$ cat src/verilog/ecc_pkg.sv
package ecc_pkg;

  typedef enum logic [1:0] {
    ECC_NONE,
    ECC_PARITY,
    ECC_SECDED
  } ecc_mode_e;

  localparam int DATA_WIDTH = 32;
  localparam int ECC_WIDTH  = 7;  // 6 hamming bits plus overall parity.
  localparam int ADDR_WIDTH = 4;
  localparam int PADR_WIDTH = 2;

  function automatic int ecc_mem_width(ecc_mode_e mode, int data_width, int ecc_width);
    case (mode)
      ECC_PARITY: return data_width + 1;
      ECC_SECDED: return data_width + ecc_width;
      default:    return data_width;
    endcase
  endfunction

  // hamming position of data bit idx, counting from 1 and skipping powers of two
  function automatic int unsigned ecc_data_pos(int unsigned idx);
    int unsigned cnt;
    int unsigned pos;
    cnt = 0;
    pos = 0;
    for (int unsigned p = 3; p < idx + 40; p++) begin
      if ((p & (p - 1)) != 0 && pos == 0) begin
        if (cnt == idx) begin
          pos = p;
        end
        cnt++;
      end
    end
    return pos;
  endfunction

endpackage

$ cat src/verilog/ecc_encode.sv
`timescale 1ns/1ps

module ecc_encode #(
  parameter ecc_pkg::ecc_mode_e mode = ecc_pkg::ECC_SECDED,
  parameter int data_width = ecc_pkg::DATA_WIDTH,
  parameter int ecc_width  = ecc_pkg::ECC_WIDTH,
  parameter int mem_width  = ecc_pkg::ecc_mem_width(mode, data_width, ecc_width)
) (
  input  logic [data_width-1:0] din,
  output logic [mem_width-1:0]  code
);
  import ecc_pkg::*;

  if (mode == ECC_SECDED) begin : g_secded
    localparam int ham_width = ecc_width - 1;

    logic [ham_width-1:0] pos_tab [data_width];
    logic [ham_width-1:0] ham;

    for (genvar j = 0; j < data_width; j++) begin : g_pos
      localparam int unsigned pos = ecc_data_pos(j);
      assign pos_tab[j] = ham_width'(pos);
    end

    always_comb begin
      ham = '0;
      for (int i = 0; i < ham_width; i++) begin
        for (int j = 0; j < data_width; j++) begin
          if (pos_tab[j][i]) begin
            ham[i] = ham[i] ^ din[j];
          end
        end
      end
    end

    // top bit evens out the whole codeword.
    assign code = {^{ham, din}, ham, din};

  end else if (mode == ECC_PARITY) begin : g_parity

    assign code = {^din, din};  // stored word xors to zero.

  end else begin : g_none

    assign code = din;

  end

endmodule

$ cat src/verilog/ecc_check.sv
`timescale 1ns/1ps

module ecc_check #(
  parameter int data_width = ecc_pkg::DATA_WIDTH,
  parameter int ecc_width  = ecc_pkg::ECC_WIDTH,
  parameter int flop_ecc1  = 0,
  parameter int flop_ecc2  = 0
) (
  input  logic                  clk,
  input  logic                  reset,
  input  logic [data_width-1:0] din,
  input  logic [ecc_width-1:0]  eccin,
  output logic [data_width-1:0] dout,
  output logic                  sec_err,
  output logic                  ded_err
);
  import ecc_pkg::*;

  localparam int ham_width = ecc_width - 1;

  logic [ham_width-1:0]  pos_tab [data_width];
  logic [ham_width-1:0]  syn_c;
  logic                  perr_c;
  logic [data_width-1:0] din_s;
  logic [ham_width-1:0]  syn_s;
  logic                  perr_s;
  logic [data_width-1:0] dout_c;
  logic                  sec_c;
  logic                  ded_c;

  for (genvar j = 0; j < data_width; j++) begin : g_pos
    localparam int unsigned pos = ecc_data_pos(j);
    assign pos_tab[j] = ham_width'(pos);
  end

  always_comb begin
    syn_c = eccin[ham_width-1:0];
    for (int i = 0; i < ham_width; i++) begin
      for (int j = 0; j < data_width; j++) begin
        if (pos_tab[j][i]) begin
          syn_c[i] = syn_c[i] ^ din[j];
        end
      end
    end
  end

  assign perr_c = ^{eccin, din};  // odd weight means one bit flipped.

  if (flop_ecc1 != 0) begin : g_flop1
    always_ff @(posedge clk) begin
      din_s <= din;
      syn_s <= syn_c;
    end
    always_ff @(posedge clk) begin
      if (reset) begin
        perr_s <= 1'b0;
      end else begin
        perr_s <= perr_c;
      end
    end
  end else begin : g_comb1
    assign din_s  = din;
    assign syn_s  = syn_c;
    assign perr_s = perr_c;
  end

  // syndrome names the flipped position; check bit positions match no data bit
  always_comb begin
    dout_c = din_s;
    for (int j = 0; j < data_width; j++) begin
      if (perr_s && syn_s == pos_tab[j]) begin
        dout_c[j] = ~din_s[j];
      end
    end
  end

  assign sec_c = perr_s;
  assign ded_c = !perr_s && syn_s != '0;  // even weight with nonzero syndrome.

  if (flop_ecc2 != 0) begin : g_flop2
    always_ff @(posedge clk) begin
      dout <= dout_c;
    end
    always_ff @(posedge clk) begin
      if (reset) begin
        sec_err <= 1'b0;
        ded_err <= 1'b0;
      end else begin
        sec_err <= sec_c;
        ded_err <= ded_c;
      end
    end
  end else begin : g_comb2
    assign dout    = dout_c;
    assign sec_err = sec_c;
    assign ded_err = ded_c;
  end

endmodule

$ cat src/verilog/core_ecc_check.sv
`timescale 1ns/1ps

module core_ecc_check #(
  parameter ecc_pkg::ecc_mode_e mode = ecc_pkg::ECC_SECDED,
  parameter int data_width = ecc_pkg::DATA_WIDTH,
  parameter int ecc_width  = ecc_pkg::ECC_WIDTH,
  parameter int mem_width  = ecc_pkg::ecc_mem_width(mode, data_width, ecc_width),
  parameter int padr_width = ecc_pkg::PADR_WIDTH,
  parameter int flop_ecc1  = 0,
  parameter int flop_ecc2  = 0
) (
  input  logic                  clk,
  input  logic                  reset,
  input  logic [mem_width-1:0]  mem_rd_dout,
  input  logic                  mem_rd_vld,
  input  logic                  mem_rd_fwrd,
  input  logic [padr_width-1:0] mem_rd_padr,
  output logic [data_width-1:0] rd_dout,
  output logic                  rd_vld,
  output logic                  rd_serr,
  output logic                  rd_derr,
  output logic                  rd_fwrd,
  output logic [padr_width-1:0] rd_padr
);
  import ecc_pkg::*;

  localparam int ecc_delay = (mode == ECC_NONE) ? 0 :
                             (flop_ecc1 != 0 ? 1 : 0) + (flop_ecc2 != 0 ? 1 : 0);
  // parity result rides the sideband pipe; secded data is delayed in ecc_check.
  localparam int side_w = 1 + padr_width + ((mode == ECC_PARITY) ? data_width + 1 : 0);

  logic              side_vld;
  logic [side_w-1:0] side_in;
  logic [side_w-1:0] side_out;

  if (ecc_delay > 0) begin : g_delay
    logic              vld_q  [ecc_delay];
    logic [side_w-1:0] side_q [ecc_delay];

    always_ff @(posedge clk) begin
      if (reset) begin
        for (int s = 0; s < ecc_delay; s++) begin
          vld_q[s] <= 1'b0;
        end
      end else begin
        vld_q[0] <= mem_rd_vld;
        for (int s = 1; s < ecc_delay; s++) begin
          vld_q[s] <= vld_q[s-1];
        end
      end
    end

    always_ff @(posedge clk) begin
      side_q[0] <= side_in;
      for (int s = 1; s < ecc_delay; s++) begin
        side_q[s] <= side_q[s-1];
      end
    end

    assign side_vld = vld_q[ecc_delay-1];
    assign side_out = side_q[ecc_delay-1];
  end else begin : g_nodelay
    assign side_vld = mem_rd_vld;
    assign side_out = side_in;
  end

  assign rd_vld = side_vld;

  if (mode == ECC_SECDED) begin : g_secded
    assign side_in = {mem_rd_fwrd, mem_rd_padr};
    assign {rd_fwrd, rd_padr} = side_out;

    ecc_check #(
      .data_width(data_width),
      .ecc_width (ecc_width),
      .flop_ecc1 (flop_ecc1),
      .flop_ecc2 (flop_ecc2)
    ) ecc_check_i (
      .clk    (clk),
      .reset  (reset),
      .din    (mem_rd_dout[data_width-1:0]),
      .eccin  (mem_rd_dout[data_width +: ecc_width]),
      .dout   (rd_dout),
      .sec_err(rd_serr),
      .ded_err(rd_derr)
    );
  end else if (mode == ECC_PARITY) begin : g_parity
    assign side_in = {mem_rd_fwrd, mem_rd_padr, ^mem_rd_dout, mem_rd_dout[data_width-1:0]};
    assign {rd_fwrd, rd_padr, rd_serr, rd_dout} = side_out;
    assign rd_derr = 1'b0;  // parity cannot tell one flip from three.
  end else begin : g_none
    assign side_in = {mem_rd_fwrd, mem_rd_padr};
    assign {rd_fwrd, rd_padr} = side_out;
    assign rd_dout = mem_rd_dout[data_width-1:0];
    assign rd_serr = 1'b0;
    assign rd_derr = 1'b0;
  end

endmodule

$ cat src/verilog/ecc_ram.sv
`timescale 1ns/1ps

module ecc_ram #(
  parameter int mem_width  = ecc_pkg::ecc_mem_width(ecc_pkg::ECC_SECDED,
                                                    ecc_pkg::DATA_WIDTH,
                                                    ecc_pkg::ECC_WIDTH),
  parameter int addr_width = ecc_pkg::ADDR_WIDTH,
  parameter int padr_width = ecc_pkg::PADR_WIDTH
) (
  input  logic                  clk,
  input  logic                  reset,
  input  logic                  wr_vld,
  input  logic [addr_width-1:0] wr_adr,
  input  logic [mem_width-1:0]  wr_code,
  input  logic [mem_width-1:0]  wr_flip,
  input  logic                  rd_req,
  input  logic [addr_width-1:0] rd_adr,
  input  logic                  rd_req_fwrd,
  input  logic [padr_width-1:0] rd_req_padr,
  output logic [mem_width-1:0]  mem_rd_dout,
  output logic                  mem_rd_vld,
  output logic                  mem_rd_fwrd,
  output logic [padr_width-1:0] mem_rd_padr
);

  localparam int depth = 1 << addr_width;

  logic [mem_width-1:0] mem [depth];

  // flip mask lets errors be planted on purpose.
  always_ff @(posedge clk) begin
    if (wr_vld) begin
      mem[wr_adr] <= wr_code ^ wr_flip;
    end
  end

  // read samples the array before this edge's write lands.
  always_ff @(posedge clk) begin
    if (rd_req) begin
      mem_rd_dout <= mem[rd_adr];
      mem_rd_fwrd <= rd_req_fwrd;
      mem_rd_padr <= rd_req_padr;
    end
  end

  always_ff @(posedge clk) begin
    if (reset) begin
      mem_rd_vld <= 1'b0;
    end else begin
      mem_rd_vld <= rd_req;
    end
  end

endmodule

$ cat src/verilog/ecc_mem_top.sv
`timescale 1ns/1ps

module ecc_mem_top #(
  parameter ecc_pkg::ecc_mode_e mode = ecc_pkg::ECC_SECDED,
  parameter int data_width = ecc_pkg::DATA_WIDTH,
  parameter int ecc_width  = ecc_pkg::ECC_WIDTH,
  parameter int addr_width = ecc_pkg::ADDR_WIDTH,
  parameter int padr_width = ecc_pkg::PADR_WIDTH,
  parameter int flop_ecc1  = 0,
  parameter int flop_ecc2  = 0,
  localparam int mem_width = ecc_pkg::ecc_mem_width(mode, data_width, ecc_width)
) (
  input  logic                  clk,
  input  logic                  reset,
  input  logic                  wr_vld,
  input  logic [addr_width-1:0] wr_adr,
  input  logic [data_width-1:0] wr_din,
  input  logic [mem_width-1:0]  wr_flip,
  input  logic                  rd_req,
  input  logic [addr_width-1:0] rd_adr,
  input  logic                  rd_req_fwrd,
  input  logic [padr_width-1:0] rd_req_padr,
  output logic [data_width-1:0] rd_dout,
  output logic                  rd_vld,
  output logic                  rd_serr,
  output logic                  rd_derr,
  output logic                  rd_fwrd,
  output logic [padr_width-1:0] rd_padr
);

  logic [mem_width-1:0]  wr_code;
  logic [mem_width-1:0]  mem_rd_dout;
  logic                  mem_rd_vld;
  logic                  mem_rd_fwrd;
  logic [padr_width-1:0] mem_rd_padr;

  ecc_encode #(
    .mode      (mode),
    .data_width(data_width),
    .ecc_width (ecc_width),
    .mem_width (mem_width)
  ) encode_i (
    .din (wr_din),
    .code(wr_code)
  );

  ecc_ram #(
    .mem_width (mem_width),
    .addr_width(addr_width),
    .padr_width(padr_width)
  ) ram_i (
    .clk        (clk),
    .reset      (reset),
    .wr_vld     (wr_vld),
    .wr_adr     (wr_adr),
    .wr_code    (wr_code),
    .wr_flip    (wr_flip),
    .rd_req     (rd_req),
    .rd_adr     (rd_adr),
    .rd_req_fwrd(rd_req_fwrd),
    .rd_req_padr(rd_req_padr),
    .mem_rd_dout(mem_rd_dout),
    .mem_rd_vld (mem_rd_vld),
    .mem_rd_fwrd(mem_rd_fwrd),
    .mem_rd_padr(mem_rd_padr)
  );

  core_ecc_check #(
    .mode      (mode),
    .data_width(data_width),
    .ecc_width (ecc_width),
    .mem_width (mem_width),
    .padr_width(padr_width),
    .flop_ecc1 (flop_ecc1),
    .flop_ecc2 (flop_ecc2)
  ) check_i (
    .clk        (clk),
    .reset      (reset),
    .mem_rd_dout(mem_rd_dout),
    .mem_rd_vld (mem_rd_vld),
    .mem_rd_fwrd(mem_rd_fwrd),
    .mem_rd_padr(mem_rd_padr),
    .rd_dout    (rd_dout),
    .rd_vld     (rd_vld),
    .rd_serr    (rd_serr),
    .rd_derr    (rd_derr),
    .rd_fwrd    (rd_fwrd),
    .rd_padr    (rd_padr)
  );

endmodule

$ cat config.mk
export PLATFORM = sky130hd
export DESIGN_NAME = ecc_mem_top
export DESIGN_NICKNAME = d
export VERILOG_FILES = /design/src/verilog/ecc_pkg.sv /design/src/verilog/ecc_encode.sv /design/src/verilog/ecc_check.sv /design/src/verilog/core_ecc_check.sv /design/src/verilog/ecc_ram.sv /design/src/verilog/ecc_mem_top.sv
export SDC_FILE = /design/constraint.sdc
export NUM_CORES = 1
export LEC_CHECK = 0
export BUFFER_PORTS_ARGS = -buffer_cell sky130_fd_sc_hd__buf_2
export CAP_MARGIN = 10
export CORE_UTILIZATION = 55
export DETAILED_ROUTE_END_ITERATION = 8
export GPL_TIMING_DRIVEN = 0
export PLACE_DENSITY = 0.73
export RECOVER_POWER = 25
export SETUP_SLACK_MARGIN = 0.2
export SKIP_LAST_GASP = 1
export SYNTH_ARGS = -nofsm -noshare
export SYNTH_HDL_FRONTEND = slang
export SYNTH_SLANG_ARGS = --single-unit
$ cat constraint.sdc
create_clock -name clk -period 6.55 [get_ports clk]
set_input_delay 0 -clock clk [delete_from_list [all_inputs] [get_ports clk]]
set_output_delay 0 -clock clk [all_outputs]
set_load 0.02 [all_outputs]
==> impl_summary.txt <==
----------------------------------------------------
[Worst setup path]
  Worst Setup End Kind ... output port
  Crit path top cell by count ... sky130_fd_sc_hd__xnor2_1
  Worst endpoint data arrival time ... 3.69 ns
  Required @ worst endpoint ... about 6.6 ns
  Kind of start point of the critical path ... flip-flop
  Classification of the worst setup path ... flip-flop to output port
  Critical path cell sequence ... xnor2_1 -> xnor3_1 -> xnor2_1 -> xnor2_1 -> nand2_1 -> nor3_1 -> xor2_1 -> buf_2
  Worst path slowest cell ... sky130_fd_sc_hd__xnor3_1
  Worst path bufs/invs ... 1
  Kind of cell with the highest combined delay on the critical path ... XOR/XNOR gates
  Maximum cell stage delay along the critical path ... approximately 0.53 ns
  Highest net fanout along the worst path ... 8

[Cells and area]
  Layout cell share with drive strength beyond 1 ... 30.4%
  Post-layout nets ... ~1500
  Most frequent standard cell in the layout excluding fill and tap cells ... sky130_fd_sc_hd__edfxtp_1
  Synthesis-to-layout area growth ... 16.8%
  Highest-count cells in the layout ignoring fill and taps ... 666 x sky130_fd_sc_hd__edfxtp_1, 195 x sky130_fd_sc_hd__mux4_2, 99 x sky130_fd_sc_hd__buf_2
  N_diodes ... 0
  Final Util ... 65.0%

[Hold path]
  HP Class ... input port to flip-flop

[Global routing]
  Aggregate global routing overflow ... 0
  Number of antenna violations at the first check in global routing ... 1
  Via count of the first global-routing pass ... approximately 14000
  Largest net degree at the start of global routing ... 44
  Global router's overall resource usage ... a little over a quarter
  Wire length of the first global-routing pass ... 93700 µm

[CTS]
  H-tree lvl count ... 3
  # clock sinks ... 667
  Clock buffer count from CTS ... 66
  Clock latency on the worst-skew pair ... 0.58 ns
  Master cell of the clock root buffer ... sky130_fd_sc_hd__clkbuf_16
  Clock-pin slew of the registers on the worst-case setup and hold paths ... 0.06 ns
  Max Root-Sink Buffers ... 3
  Number of buffers added for setup after CTS ... 0
  Number of cells upsized or downsized after cts ... 0
  CTS tree ... done

[Placed design]
  Placement Setup Slack ... 3.09 ns
  Placed wire-length estimate after detailed placement ... around 43000 µm
  Port Buffer Count ... about 120
  Final weighted congestion of routability-driven global placement ... around 0.9

[STA]
  Final total negative setup slack ... 0 ns
  Clock period minus worst slack ... 3.69 ns
  Setup-failing EPs final ... 0
  Final Slew Violations ... 44
  Highest attainable clock frequency ... 0.271 GHz
  Largest clock skew in the final design ... 0.0165 ns
  Slew @ Worst Pin ... 2.40 ns
  Worst setup margin ... between 2 and 3 ns
  Final worst-path cycle share ... between 50% and 60%
  RSZ-0062 raised after global routing ... false
  Final Hold Vio Count ... 0
  Worst relative slew slack ... -59.7%

[Job]
  Number of max-cap violations ... 1

[Route]
  Total vias in the final route ... 13300
  Detailed-route wire length ... between 60000 and 70000 µm
  Post-route ant nets ... 0
  Routed wirelength normalized by instance count ... between 30 and 40 µm
  Post-route DRC ... 0
  1st-pass router iterations ... 7
  Number of DRC markers after the initial detailed-route iteration ... between 1500 and 2000
  Vias per Instance ... 6.22

[Power]
  Leakage component of the power ... 10.3 nW
  Share of total power in combinational logic ... between 15 and 20%
  Switching power ... 2.98 mW
  Total power ... around 11 mW
  P per Cell Area ... 351 mW/mm²
  Clock network power share ... between 30% and 40%
  Part of the power in registers ... 47.4%
  Sw frac ... 26.8%
  Internal power ... roughly 8 mW
  Peak ir drop on the vdd network ... 0.210 mV

[Synth]
  Leading post-synthesis cells by cell area ... sky130_fd_sc_hd__edfxtp_1 74%, sky130_fd_sc_hd__mux4_2 16%, sky130_fd_sc_hd__xnor2_1 2.9%
  Sequential area share after synthesis ... 73.8%
  Unique masters post-synth ... 27
  Netlist area before placement ... approximately 0.027 mm²
  Number of flip-flops and latches in the synthesized netlist ... 667
  Synthesized net count ... 1261
  Synthesized area divided by synthesized cell count ... 23.1 µm²
  Warnings from Yosys ... 0
  Number of standard cells after synthesis ... 1175
  Area leader, netlist ... sky130_fd_sc_hd__edfxtp_1
  Top-area cell type share of the netlist area ... 73.8%

[Floorplanning]
  Top-level I/O count ... 124
  Number of cell rows ... 81
  Overall die width ... around 220 µm
  Die Outline Area ... 0.0502 mm²
  Floorplan die height ... around 220 µm
  Starting density of the core ... 55.6%
  Core area ... 0.0487 mm²

[Status]
  Violations in the final reports ... max-capacitance violations, max-slew violations
  Run status ... finished, violations left

----------------------------------------------------
==> path summary, 6_finish.rpt <==
check / cells past startpoint / slack, ns / end / startpoint
worst min-delay path: 2 / 0.004 / ram_i.mem[2][18] / wr_flip[18]
worst max-delay path: 8 / 2.86 / rd_dout[11] / ram_i.mem_rd_dout[31]
worst max register to register: 2 / 4.75 / ram_i.mem_rd_dout[3] / ram_i.mem[15][3]
worst min register to register: 2 / 0.85 / ram_i.mem_rd_dout[34] / ram_i.mem[11][34]
==> power by group through the flow <==
stage | combinational, mW | clock (mW) | sequential (mW)
finish | 2.18 | 3.66 | 5.27
detailed placement | 2.15 | 0 | 5.36
global route | 2.32 | 3.86 | 5.28
floorplan | 1.52 | 0 | 5.32
global placement | 2.07 | 0 | 5.35
CTS | 2.17 | 3.69 | 5.27
==> cell type report <==
cell class	instances	area, µm²
Timing Repair Buffer	191	1570
Inverter	1	3.75
Clock inverter	31	289
Sequential cell	667	20000
Fill cell	3156	17100
Clock buffer	82	1780
Multi-Input combinational cell	463	7010
Buffer	44	173
Tap cell	664	831
==> repair_timing <==
item,in CTS,in global routing
hold buffers,23,5
setup endpoints to repair,0,0
hold endpoints to repair,271,48
==> Yosys cell counts, drive strengths merged <==
cell and instances:
buf 12, clkbuf 32, dfxtp 1, edfxtp 666, inv 1, mux4 195
nand2 14, nand2b 4, nand3 3, nand3b 2, nor2 20, nor2b 4
nor3 26, nor3b 1, or2 1, or3b 3, xnor2 91, xnor3 28
xor2 68, xor3 3
==> state kept, by name, summed over array words and instances (netlist names) <==
| register | cells |
|---|---|
| ram_i.mem | 624 |
| ram_i.mem_rd_vld | 1 |
| ram_i.mem_rd_dout | 39 |
| ram_i.mem_rd_fwrd | 1 |
| ram_i.mem_rd_padr | 2 |
==> per-stage QoR <==
stage / area, µm² / hold WS, ns / std cells
3_5_place_dp: 29400 / 0.162 / 1998
6_report: 31700 / 0.00429 / 2143
5_1_grt: 31700 / 0.0212 / 2143
2_1_floorplan: 27100 / 0.0716 / 1175
4_1_cts: 31600 / 0.000397 / 2134
3_3_place_gp: 28500 / 0.159 / 1958
==> metal layers <==
layer,GRT usage (%),share of wire [%],up-vias
li1,-,-,5412
met2,42.3,48,757
met3,6.48,9.9,125
met1,37.8,39,7035
met4,10.0,3.4,0
met5,0,0,-
==> kinds of logic (layout without fill, tap and decap cells) <==
group                     after synthesis  count (layout)  share of synthesized area (%)
muxes                                 195             195                           16.2
DFF                                   667             667                           73.8
and+or+nand+nor                        78              78                           1.57
xor gates and xnor gates              190             190                           7.76
buffers and inverters                  45             349                          0.651
(Power assumes the default switching activity.)
